### config.mk
export PLATFORM = sky130hd
export DESIGN_NAME = mvu_top
export DESIGN_NICKNAME = d
export VERILOG_FILES = /design/src/common/mvu_pkg.sv /design/src/mvu_ctrl/mvu_job_ctrl.sv /design/src/mvu_vvp/mvu_vvp_acc.sv /design/src/verilog/mvu_operand_buf.sv /design/src/verilog/mvu_top.sv
export SDC_FILE = /design/constraint.sdc
export NUM_CORES = 1
export LEC_CHECK = 0
export BUFFER_PORTS_ARGS = -buffer_cell sky130_fd_sc_hd__buf_2
export CAP_MARGIN = 5
export CORE_MARGIN = 2
export CORE_UTILIZATION = 30
export DETAILED_ROUTE_END_ITERATION = 8
export PLACE_DENSITY_LB_ADDON = 0.08
export SETUP_SLACK_MARGIN = 0.4
export SLEW_MARGIN = 40
export SYNTH_ARGS = -nofsm -noshare
export SYNTH_HDL_FRONTEND = slang
export SYNTH_SLANG_ARGS = --single-unit
### constraint.sdc
create_clock -name intf -period 6.45 [get_ports intf]
set_input_delay 0.645 -clock intf [delete_from_list [all_inputs] [get_ports intf]]
set_output_delay 0.645 -clock intf [all_outputs]
set_load 0.03 [all_outputs]
### src/common/mvu_pkg.sv
// MVU shared definitions
// Sizes, vector types and the packed structs that pass between the job
// controller, the operand buffer and the bit-serial accumulator
`default_nettype none

package mvu_pkg;

    localparam int NLANES   = 8;                         // Vector elements per plane
    localparam int MEMDEPTH = 64;                        // Plane words per memory
    localparam int BADDR    = $clog2(MEMDEPTH);          // Plane address width
    localparam int MAXPREC  = 4;                         // Largest operand precision
    localparam int BPREC    = $clog2(MAXPREC + 1);       // Precision field, actual value
    localparam int BROWS    = 4;                         // Row count, 1 to 8
    localparam int BSHIFT   = $clog2(2 * MAXPREC - 1);   // Weight bit plus input bit
    localparam int BACC     = 16;                        // Accumulator and result width

    typedef logic        [NLANES-1:0] plane_t;           // One bit-plane word
    typedef logic        [BADDR-1:0]  addr_t;
    typedef logic        [BPREC-1:0]  prec_t;
    typedef logic        [BROWS-1:0]  rows_t;
    typedef logic        [BSHIFT-1:0] shift_t;
    typedef logic signed [BACC-1:0]   acc_t;

    // Job configuration, carried by the start strobe
    typedef struct packed {
        prec_t wprec;                                    // Weight precision
        prec_t iprec;                                    // Input precision
        addr_t wbase;                                    // Weight row 0 base address
        addr_t ibase;                                    // Input vector base address
        rows_t rows;                                     // Output rows
        logic  w_signed;
        logic  x_signed;
    } job_cfg_t;

    // Plane memory write port
    typedef struct packed {
        logic   en;
        addr_t  addr;
        plane_t word;
    } mem_wr_t;

    // Control that travels with each plane pair
    typedef struct packed {
        logic   last;                                    // Final pair of a row
        shift_t shift;                                   // Combined bit significance
        logic   negate;                                  // One operand on a signed MSB
    } pair_tag_t;

endpackage

`default_nettype wire

### src/mvu_ctrl/mvu_job_ctrl.sv
// MVU job controller
// Registers the job configuration on an accepted start and walks rows,
// weight bits and input bits, issuing one weight/data plane pair per cycle
// together with the tag the accumulator needs for that pair
`timescale 1ns/1ns
`default_nettype none

module mvu_job_ctrl (
    input  logic               intf,
    input  logic               rst_n,
    input  logic               start,
    input  mvu_pkg::job_cfg_t  cfg,
    output logic               busy,
    output logic               rd_valid,
    output mvu_pkg::addr_t     waddr,
    output mvu_pkg::addr_t     daddr,
    output mvu_pkg::pair_tag_t rd_tag
);
    import mvu_pkg::*;

    typedef enum logic {
        ST_IDLE,
        ST_ISSUE
    } state_t;

    state_t    state;
    job_cfg_t  cfg_q;                                    // Configuration of the running job
    job_cfg_t  act_cfg;                                  // Config the next pair is built from
    rows_t     row_cnt;                                  // Counters of the pair just issued
    prec_t     wb_cnt;
    prec_t     ib_cnt;
    addr_t     row_base;                                 // Weight base of the current row
    rows_t     nxt_row;
    prec_t     nxt_wb;
    prec_t     nxt_ib;
    addr_t     nxt_base;
    pair_tag_t nxt_tag;
    logic      ib_last;
    logic      wb_last;
    logic      job_done;
    logic      issue_nxt;

    assign ib_last   = (ib_cnt == cfg_q.iprec - 1'b1);
    assign wb_last   = (wb_cnt == cfg_q.wprec - 1'b1);
    assign job_done  = ib_last && wb_last && (row_cnt == cfg_q.rows - 1'b1);
    assign issue_nxt = (state == ST_IDLE) ? start : !job_done;
    assign act_cfg   = (state == ST_IDLE) ? cfg : cfg_q; // First pair comes straight from cfg
    assign busy      = (state == ST_ISSUE);

    // Nested loops: input bit innermost, then weight bit, then row
    always_comb begin
        if (state == ST_IDLE) begin
            nxt_row  = '0;
            nxt_wb   = '0;
            nxt_ib   = '0;
            nxt_base = cfg.wbase;
        end else begin
            nxt_row  = row_cnt;
            nxt_wb   = wb_cnt;
            nxt_ib   = ib_cnt + 1'b1;
            nxt_base = row_base;
            if (ib_last) begin
                nxt_ib = '0;
                nxt_wb = wb_cnt + 1'b1;
                if (wb_last) begin
                    nxt_wb   = '0;
                    nxt_row  = row_cnt + 1'b1;
                    nxt_base = row_base + addr_t'(cfg_q.wprec); // Wraps modulo memory depth
                end
            end
        end
    end

    always_comb begin
        nxt_tag.last   = (nxt_wb == act_cfg.wprec - 1'b1) && (nxt_ib == act_cfg.iprec - 1'b1);
        nxt_tag.shift  = shift_t'(nxt_wb) + shift_t'(nxt_ib);
        // MSB of a signed operand carries negative weight
        nxt_tag.negate = (act_cfg.x_signed && (nxt_ib == act_cfg.iprec - 1'b1))
                       ^ (act_cfg.w_signed && (nxt_wb == act_cfg.wprec - 1'b1));
    end

    always_ff @(posedge intf or negedge rst_n) begin
        if (!rst_n) begin
            state    <= ST_IDLE;
            cfg_q    <= '0;
            row_cnt  <= '0;
            wb_cnt   <= '0;
            ib_cnt   <= '0;
            row_base <= '0;
            rd_valid <= 1'b0;
            waddr    <= '0;
            daddr    <= '0;
            rd_tag   <= '0;
        end else begin
            rd_valid <= issue_nxt;
            state    <= issue_nxt ? ST_ISSUE : ST_IDLE;
            if (state == ST_IDLE && start) begin
                cfg_q <= cfg;                            // Start while busy never gets here
            end
            if (issue_nxt) begin
                row_cnt  <= nxt_row;
                wb_cnt   <= nxt_wb;
                ib_cnt   <= nxt_ib;
                row_base <= nxt_base;
                waddr    <= nxt_base + addr_t'(nxt_wb);
                daddr    <= act_cfg.ibase + addr_t'(nxt_ib);
                rd_tag   <= nxt_tag;
            end
        end
    end

endmodule

`default_nettype wire

### src/mvu_vvp/mvu_vvp_acc.sv
// MVU bit-serial vector product and row accumulator
// Each plane pair contributes popcount(w & x) scaled by its bit significance,
// negated when exactly one operand sits on a signed MSB. The last pair of a
// row closes the sum into result and the next pair starts a fresh sum.
`timescale 1ns/1ns
`default_nettype none

module mvu_vvp_acc (
    input  logic               intf,
    input  logic               rst_n,
    input  logic               plane_valid,
    input  mvu_pkg::plane_t    wplane,
    input  mvu_pkg::plane_t    dplane,
    input  mvu_pkg::pair_tag_t plane_tag,
    output mvu_pkg::acc_t      result,
    output logic               result_valid
);
    import mvu_pkg::*;

    plane_t masked;                                      // Lanes where both bits are set
    acc_t   ones;                                        // Popcount of masked
    acc_t   term;                                        // Shifted and signed contribution
    acc_t   acc_q;                                       // Running row sum
    acc_t   sum_nxt;

    assign masked = wplane & dplane;

    always_comb begin
        ones = '0;
        for (int j = 0; j < NLANES; j++) begin
            ones = ones + acc_t'(masked[j]);
        end
    end

    always_comb begin
        term = ones <<< plane_tag.shift;
        if (plane_tag.negate) begin
            term = -term;
        end
    end

    assign sum_nxt = acc_q + term;

    always_ff @(posedge intf or negedge rst_n) begin
        if (!rst_n) begin
            acc_q        <= '0;
            result       <= '0;
            result_valid <= 1'b0;
        end else begin
            result_valid <= plane_valid && plane_tag.last;
            if (plane_valid) begin
                if (plane_tag.last) begin
                    result <= sum_nxt;
                    acc_q  <= '0;                        // Next row starts clean, no gap cycle
                end else begin
                    acc_q <= sum_nxt;
                end
            end
        end
    end

endmodule

`default_nettype wire

### src/verilog/mvu_operand_buf.sv
// MVU operand buffer
// Weight and input bit-plane memories, written from outside and read one
// pair per cycle; valid and tag are delayed to leave with the read words
`timescale 1ns/1ns
`default_nettype none

module mvu_operand_buf (
    input  logic               intf,
    input  logic               rst_n,
    input  mvu_pkg::mem_wr_t   wmem_wr,
    input  mvu_pkg::mem_wr_t   dmem_wr,
    input  logic               rd_valid,
    input  mvu_pkg::addr_t     waddr,
    input  mvu_pkg::addr_t     daddr,
    input  mvu_pkg::pair_tag_t rd_tag,
    output logic               plane_valid,
    output mvu_pkg::plane_t    wplane,
    output mvu_pkg::plane_t    dplane,
    output mvu_pkg::pair_tag_t plane_tag
);
    import mvu_pkg::*;

    plane_t wmem [MEMDEPTH];                             // Weight bit planes
    plane_t dmem [MEMDEPTH];                             // Input data bit planes

    // Weight memory, write port and registered read
    always_ff @(posedge intf) begin
        if (wmem_wr.en) begin
            wmem[wmem_wr.addr] <= wmem_wr.word;
        end
        if (rd_valid) begin
            wplane <= wmem[waddr];                       // Same-address write returns old word
        end
    end

    // Data memory, same arrangement
    always_ff @(posedge intf) begin
        if (dmem_wr.en) begin
            dmem[dmem_wr.addr] <= dmem_wr.word;
        end
        if (rd_valid) begin
            dplane <= dmem[daddr];
        end
    end

    // Control follows the one-cycle read latency
    always_ff @(posedge intf or negedge rst_n) begin
        if (!rst_n) begin
            plane_valid <= 1'b0;
            plane_tag   <= '0;
        end else begin
            plane_valid <= rd_valid;
            plane_tag   <= rd_tag;
        end
    end

endmodule

`default_nettype wire

### src/verilog/mvu_top.sv
// MVU top level
// Single bit-serial matrix-vector unit: job controller issues plane pairs,
// the operand buffer reads them and the accumulator produces row results
`timescale 1ns/1ns
`default_nettype none

module mvu_top (
    input  logic              intf,
    input  logic              rst_n,
    input  logic              start,
    input  mvu_pkg::job_cfg_t cfg,
    input  mvu_pkg::mem_wr_t  wmem_wr,
    input  mvu_pkg::mem_wr_t  dmem_wr,
    output logic              busy,
    output mvu_pkg::acc_t     result,
    output logic              result_valid
);
    import mvu_pkg::*;

    logic      rd_valid;                                 // Pair issued this cycle
    addr_t     waddr;
    addr_t     daddr;
    pair_tag_t rd_tag;
    logic      plane_valid;                              // Pair read words ready
    plane_t    wplane;
    plane_t    dplane;
    pair_tag_t plane_tag;

    mvu_job_ctrl u_job_ctrl (
        .intf        (intf),
        .rst_n       (rst_n),
        .start       (start),
        .cfg         (cfg),
        .busy        (busy),
        .rd_valid    (rd_valid),
        .waddr       (waddr),
        .daddr       (daddr),
        .rd_tag      (rd_tag)
    );

    mvu_operand_buf u_operand_buf (
        .intf        (intf),
        .rst_n       (rst_n),
        .wmem_wr     (wmem_wr),
        .dmem_wr     (dmem_wr),
        .rd_valid    (rd_valid),
        .waddr       (waddr),
        .daddr       (daddr),
        .rd_tag      (rd_tag),
        .plane_valid (plane_valid),
        .wplane      (wplane),
        .dplane      (dplane),
        .plane_tag   (plane_tag)
    );

    mvu_vvp_acc u_vvp_acc (
        .intf         (intf),
        .rst_n        (rst_n),
        .plane_valid  (plane_valid),
        .wplane       (wplane),
        .dplane       (dplane),
        .plane_tag    (plane_tag),
        .result       (result),
        .result_valid (result_valid)
    );

endmodule

`default_nettype wire
# == Word-level counts from Yosys, hierarchy flattened ==
# Memories as Yosys holds them, arrays and structs flattened. A register that Yosys moved wholly into a read port is not among the register bits.
# Index checks and enable logic that the tools add are counted.
# classes
n_addsub,21
n_eq_ne,7
n_shift,1
muxes,20
bitwise_logic,3
n_reduce_logical,10
# ops
op,n
$add 16x2->16,6
$mux 16,2
$mux 24,1
$add 6x3->6,3
$mux 6,3
$add 16x16->16,1
$neg 16->16,1
$sshl 16x3->16,1
$mux 3,5
$eq 3x3->1,4
$mux 4,3
$sub 3x1->3 const B,4
$and 8x8->8,1
$logic_and 1x1->1,7
$add 3x1->3 const B,2
$mux 1,6
$add 4x1->4 const B,1
$eq 4x4->1,1
$ne 2x2->1 const B,2
$sub 4x1->4 const B,1
$add 3x3->3,1
$reduce_and 3->1,1
$add 1x1->2,1
$reduce_and 2->1,1
3 further kinds,3
# totals
regBits,98
ramBits,1024
output_inout_bits,18
memories,2
# memory_table
memory,words,width,read_ports,rd_ports_with_merged_regs,write_ports,line,rtl
u_operand_buf.dmem,64,8,1,1,1,mvu_operand_buf.sv:24,plane_t dmem [MEMDEPTH];
u_operand_buf.wmem,64,8,1,1,1,mvu_operand_buf.sv:23,plane_t wmem [MEMDEPTH];

# == Depth between registers and ports, before layout ==
# logic_depth
word_depth,13
depth_mapped,24
depth_no_buf,24

# == Hierarchy ==
# From an unflattened synthesis, not the netlist that was laid out.
# unflattened
cells_unflattened,2536
hier_area_um2,46793.6
# modules_own_cells
module,instances,cells_each,area_per_inst_um2
mvu_operand_buf,1,1860,40617.7
mvu_job_ctrl,1,348,3389.5
mvu_vvp_acc,1,328,2786.4

# == Worst setup path after synthesis ==
# No wires, ideal clock.
# synth_path
path_type,register to register
from,"register u_operand_buf.wplane[1], read port of u_operand_buf.wmem"
to,register u_vvp_acc.result[15]
setup_time_ns,0.125
t_arrival_ns,5.464
required_time_ns,6.325
path_slack_ns,0.861
path_stages_with_launch,24
cell_sequence,edfxtp_1 -> and2_1 -> ha_1 -> inv_1 -> fa_1 -> fa_1 -> inv_1 -> fa_1 -> inv_1 -> fa_1 -> xor2_2 -> nor2_1 -> o31ai_1 -> a21o_1 -> nand4bb_1 -> o211ai_1 -> o211ai_1 -> ha_1 -> nand2_1 -> or3_1 -> o211ai_1 -> nand2_1 -> xnor3_1 -> mux2_2
# synth_between
elab_chain_len,12
# synth_rtl
item,line,rtl
"start, declared",mvu_operand_buf.sv:17,"output mvu_pkg::plane_t wplane,"
$and 8x8->8 (*),mvu_vvp_acc.sv:26,assign masked = wplane & dplane;
$add 1x1->2 (*),mvu_vvp_acc.sv:31,ones = ones + acc_t'(masked[j]);
$add 16x2->16 (*) (6 in a row),mvu_vvp_acc.sv:31,
$sshl 16x3->16 (*),mvu_vvp_acc.sv:36,term = ones <<< plane_tag.shift;
$neg 16->16,mvu_vvp_acc.sv:38,term = -term;
$mux 16 (*),mvu_vvp_acc.sv:37,if (plane_tag.negate) begin
$add 16x16->16 (*),mvu_vvp_acc.sv:42,assign sum_nxt = acc_q + term;
"end signal, assigned",mvu_vvp_acc.sv:53,result <= sum_nxt;
"end, declared",mvu_vvp_acc.sv:15,"output mvu_pkg::acc_t result,"
# Mark *: on every way between the ends. The rest lies on a longest branch, timed or not.
# A chain may end at the register's enable or synchronous reset.

# == Worst setup path after layout ==
# layout_path
from,"register u_operand_buf.wplane[1], read port of u_operand_buf.wmem"
to,register u_vvp_acc.acc_q[14]
# layout_between
elab_chain_len,13
# layout_rtl
item,line,rtl
$and 8x8->8 (*),mvu_vvp_acc.sv:26,
$add 1x1->2 (*),mvu_vvp_acc.sv:31,
$add 16x2->16 (*) (6 in a row),mvu_vvp_acc.sv:31,
$sshl 16x3->16 (*),mvu_vvp_acc.sv:36,
$neg 16->16,mvu_vvp_acc.sv:38,
$mux 16 (*),mvu_vvp_acc.sv:37,
$add 16x16->16 (*),mvu_vvp_acc.sv:42,
$mux 16 (*),mvu_vvp_acc.sv:52,if (plane_tag.last) begin
"end signal, assigned",mvu_vvp_acc.sv:56,acc_q <= sum_nxt;
"end, declared",mvu_vvp_acc.sv:23,acc_t acc_q;
# Marks and branches as above.

==> reports/metrics.csv <==
metric,value,unit
result of the run,finished clean,
maximum VDD drop,0.2781,mV
sink count of the clock tree,1131,
Total Routed Length,116.4,mm
CP Buf/Inv Count,5,
clock root buffer,sky130_fd_sc_hd__clkbuf_16,
Critical Setup Path Class,reg2reg,
Critical Path Sink Type,register,
die area,157400,sq um
# setup viols final,0,
worst min-delay path class,in2reg,
number of library cell types mapped by synthesis,74,
area of combinational cells with multiple inputs,12580,sq um
end-of-flow core utilization,0.3521,
placer's final routability congestion estimate,0.7384,
Commonest cells post-synth,"1040 x sky130_fd_sc_hd__edfxtp_1, 327 x sky130_fd_sc_hd__mux4_2, 163 x sky130_fd_sc_hd__nor2_1",
shortest period the worst path allows,5.817,ns
Remaining DRCs,0,
Longest Clk Path Bufs,3,
register area,33530,sq um
critical path's slowest cell,sky130_fd_sc_hd__fa_1,
"critical path fanouts, max",5,
remaining antenna violation count,0,
share of flip-flops with an asynchronous set or reset,0.08046,
Core Rows,144,
Final Cycle Share,0.9019,
net total in the final layout,2605,
post-synthesis instance area,46270,sq um
initial core utilization,0.3011,
HPWL after DPL,70.77,mm
signal arrival time at the worst endpoint,6.45,ns
average wire length per cell after detail routing,25.01,um
largest stage delay on the critical path,0.49,ns
number of antenna violations at the first check in global routing,6,
setup total negative slack,0,ns
number of global-route vias before repair,23740,
IO Count,75,
Worst Max-Slew Pin Slew,0.8734,ns
Die H,396.7,um
number of synthesized flops with an enable pin,1040,
Highest Clock Rate,171.9,MHz
clock-pin slew on the worst setup and hold paths,0.06,ns
standard cell core area,153700,sq um
largest cells by area after synthesis,"sky130_fd_sc_hd__edfxtp_1 67%, sky130_fd_sc_hd__mux4_2 16%, sky130_fd_sc_hd__dfrtp_1 4.9%",
count of final max-slew check failures,0,
warnings from Yosys,0,
synthesized netlist cell count,2341,
CTS HTree Levels,4,
number of hold violations in the final report,0,
Post-Syn Nets,2445,
largest net degree at the start of global routing,65,
routed via count,22550,
RSZ-0062 raised after global routing,true,
startpoint kind of the worst setup timing path,register,
Avg Vias per Cell,4.844,
Die Span X,396.7,um
average instance area after synthesis,19.77,sq um
post-synthesis cell type with the largest combined area,sky130_fd_sc_hd__edfxtp_1,
Starting DRT DRC Count,1520,
overall power of the completed layout,25.59,mW
"Seq/Total Area, Yosys",0.7242,
relative slew slack,0.4163,
post-synthesis sequential element count,1131,
grt total ovfl,0,
ratio of cells with drive above 1 in the final layout,0.3269,
Inserted Clock Buffers,136,
Synth Flop Type,sky130_fd_sc_hd__edfxtp_1,
most instantiated library cell after synthesis,sky130_fd_sc_hd__edfxtp_1,
area delta synth->final,16.95,%
total of max-cap violations,0,
area share of the leading cell type in the synthesized netlist,0.6749,
hold_ws,0.1136,ns
standby leakage power,17.40,nW
clock tree skew after final layout,0.03717,ns
total track usage,0.1488,
Pre-antenna DRT Iters,6,
critical path required time,7.08,ns
wire length of the first global-routing pass,169.1,mm
TritonCTS clock tree,yes,
Cell Pwr Density,472.8,nW/um^2
Top delay family on crit path,adder cells,
Fill cells,14310,
clock latency on the worst-skew pair,0.77,ns
total of buffers placed on input and output ports,74,
"Critical Path, Cell by Cell",and2_1 > ha_1 > inv_1 > fa_1 > fa_1 > inv_1 > fa_2 > inv_2 > fa_2 > nor2b_4 > or4_4 > ha_2 > nand2_1 > o21ai_0 > inv_1 > fa_1 > nor2b_1 > o21ai_0 > a21boi_1 > o22ai_2 > o31ai_1 > buf_4 > a311o_1 > o221ai_1,
==> sequential cells by signal, indices dropped and copies added (netlist names), 4 cells and up <==
name,flops
u_job_ctrl.rd_tag,5
u_operand_buf.plane_tag,5
u_job_ctrl.cfg_q,18
u_vvp_acc.result,16
u_job_ctrl.waddr,6
u_operand_buf.dplane,8
u_operand_buf.wplane,8
u_operand_buf.wmem,512
u_operand_buf.dmem,512
u_job_ctrl.row_cnt,4
u_job_ctrl.daddr,6
u_job_ctrl.row_base,6
u_vvp_acc.acc_q,16
==> layout by cell type (no fill, tap or decap), drive strengths merged, types with 5 or more instances in the layout <==
| cell type | n |
|---|---|
| a21o | 12 |
| a21oi | 33 |
| a31oi | 8 |
| and2 | 7 |
| buf | 138 |
| bufinv | 5 |
| clkbuf | 177 |
| clkinv | 54 |
| dfrtp | 91 |
| edfxtp | 1040 |
| fa | 9 |
| ha | 38 |
| inv | 57 |
| mux2 | 32 |
| mux2i | 21 |
| mux4 | 327 |
| nand2 | 110 |
| nand2b | 8 |
| nand3 | 25 |
| nand3b | 9 |
| nor2 | 164 |
| nor2b | 14 |
| nor3 | 11 |
| nor4 | 6 |
| o211ai | 11 |
| o21a | 7 |
| o21ai | 60 |
| o22ai | 13 |
| or3 | 6 |
| or4 | 6 |
| xnor2 | 31 |
| xor2 | 25 |
==> worst min-delay path, stage by stage <==
cell and delay [ns]:
sky130_fd_sc_hd__buf_2 0.08, sky130_fd_sc_hd__nand2_1 0.04, sky130_fd_sc_hd__o21ai_0 0.07
==> metal layers <==
metal	GRT usage	vias to the layer above	wire length (um)	share of wire
met5	0	-	0	0
met4	0.04176	0	2476	0.021
met3	0.03001	159	5295	0.045
met2	0.2329	481	54560	0.47
met1	0.2105	12050	54090	0.46
li1	-	9856	-	-
==> cells by family (layout without fill, tap and decap cells) <==
logic type,Yosys count,count (layout),share of synthesized area
AOI/OAI and AO/OA,177,177,0.02499
DFF,1131,1131,0.7242
and+or+nand+nor,381,381,0.03734
muxes,380,380,0.1715
adders and majority gates,47,47,0.01417
xor gates and xnor gates,60,60,0.01333
other,0,2,0
buffers and inverters,165,433,0.01452
==> what timing repair did <==
item | 4_1_cts | 5_1_grt
buffers inserted | 0 | 12
endpoints found under the setup margin | 5 | 10
hold buffers | 1 | 0
resized for setup | 2 | 31
hold endpoints to repair | 27 | 0
pin swaps | 0 | 19
==> report_power, final <==
| group | internal [mW] | total, mW | switching (mW) |
|---|---|---|---|
| combinational | 4.34 | 9.30 | 4.96 |
| sequential | 8.47 | 8.98 | 0.510 |
| clock | 4.20 | 7.31 | 3.12 |
| total | 17.0 | 25.6 | 8.59 |
==> final timing paths <==
path / from / end / slack, ns / depth (start not counted)
worst max-delay path: u_operand_buf.wplane[1]$_DFFE_PP_ / u_vvp_acc.acc_q[14]$_DFFE_PN0P_ / 0.63 / 24
worst min-delay path: cfg[2] / u_job_ctrl.cfg_q[2]$_DFFE_PN0P_ / 0.11 / 3
worst max register to register: u_operand_buf.wplane[1]$_DFFE_PP_ / u_vvp_acc.acc_q[14]$_DFFE_PN0P_ / 0.63 / 24
worst min register to register: u_job_ctrl.rd_tag[1]$_DFFE_PN0P_ / u_operand_buf.plane_tag[1]$_DFF_PN0_ / 0.37 / 0
max in group asynchronous: rst_n / u_job_ctrl.daddr[0]$_DFFE_PN0P_ / 5.09 / 3
min in group asynchronous: rst_n / u_vvp_acc.acc_q[5]$_DFFE_PN0P_ / 0.35 / 2
==> layout make-up <==
cell class	count	share of cell area
diodes	2	0.00009248
flip-flops and latches	1131	0.6195
clock inverters	69	0.01232
clock buffers	177	0.06652
multi-input cells	1045	0.2325
repair buffers	139	0.01840
inverters	48	0.003329
well taps	2044	0.04726
==> metrics by stage <==
step                area [sq um]  setup WS (ns)  std cells
global placement           49160         0.3600       4388
detailed placement         49450         0.3599       4391
global route               54110         0.3261       4653
finish                     54120         0.6328       4655
CTS                        53730         0.4048       4638
floorplan                  46270         0.8609       2341
Note: power is estimated with default switching activity, not from simulation.
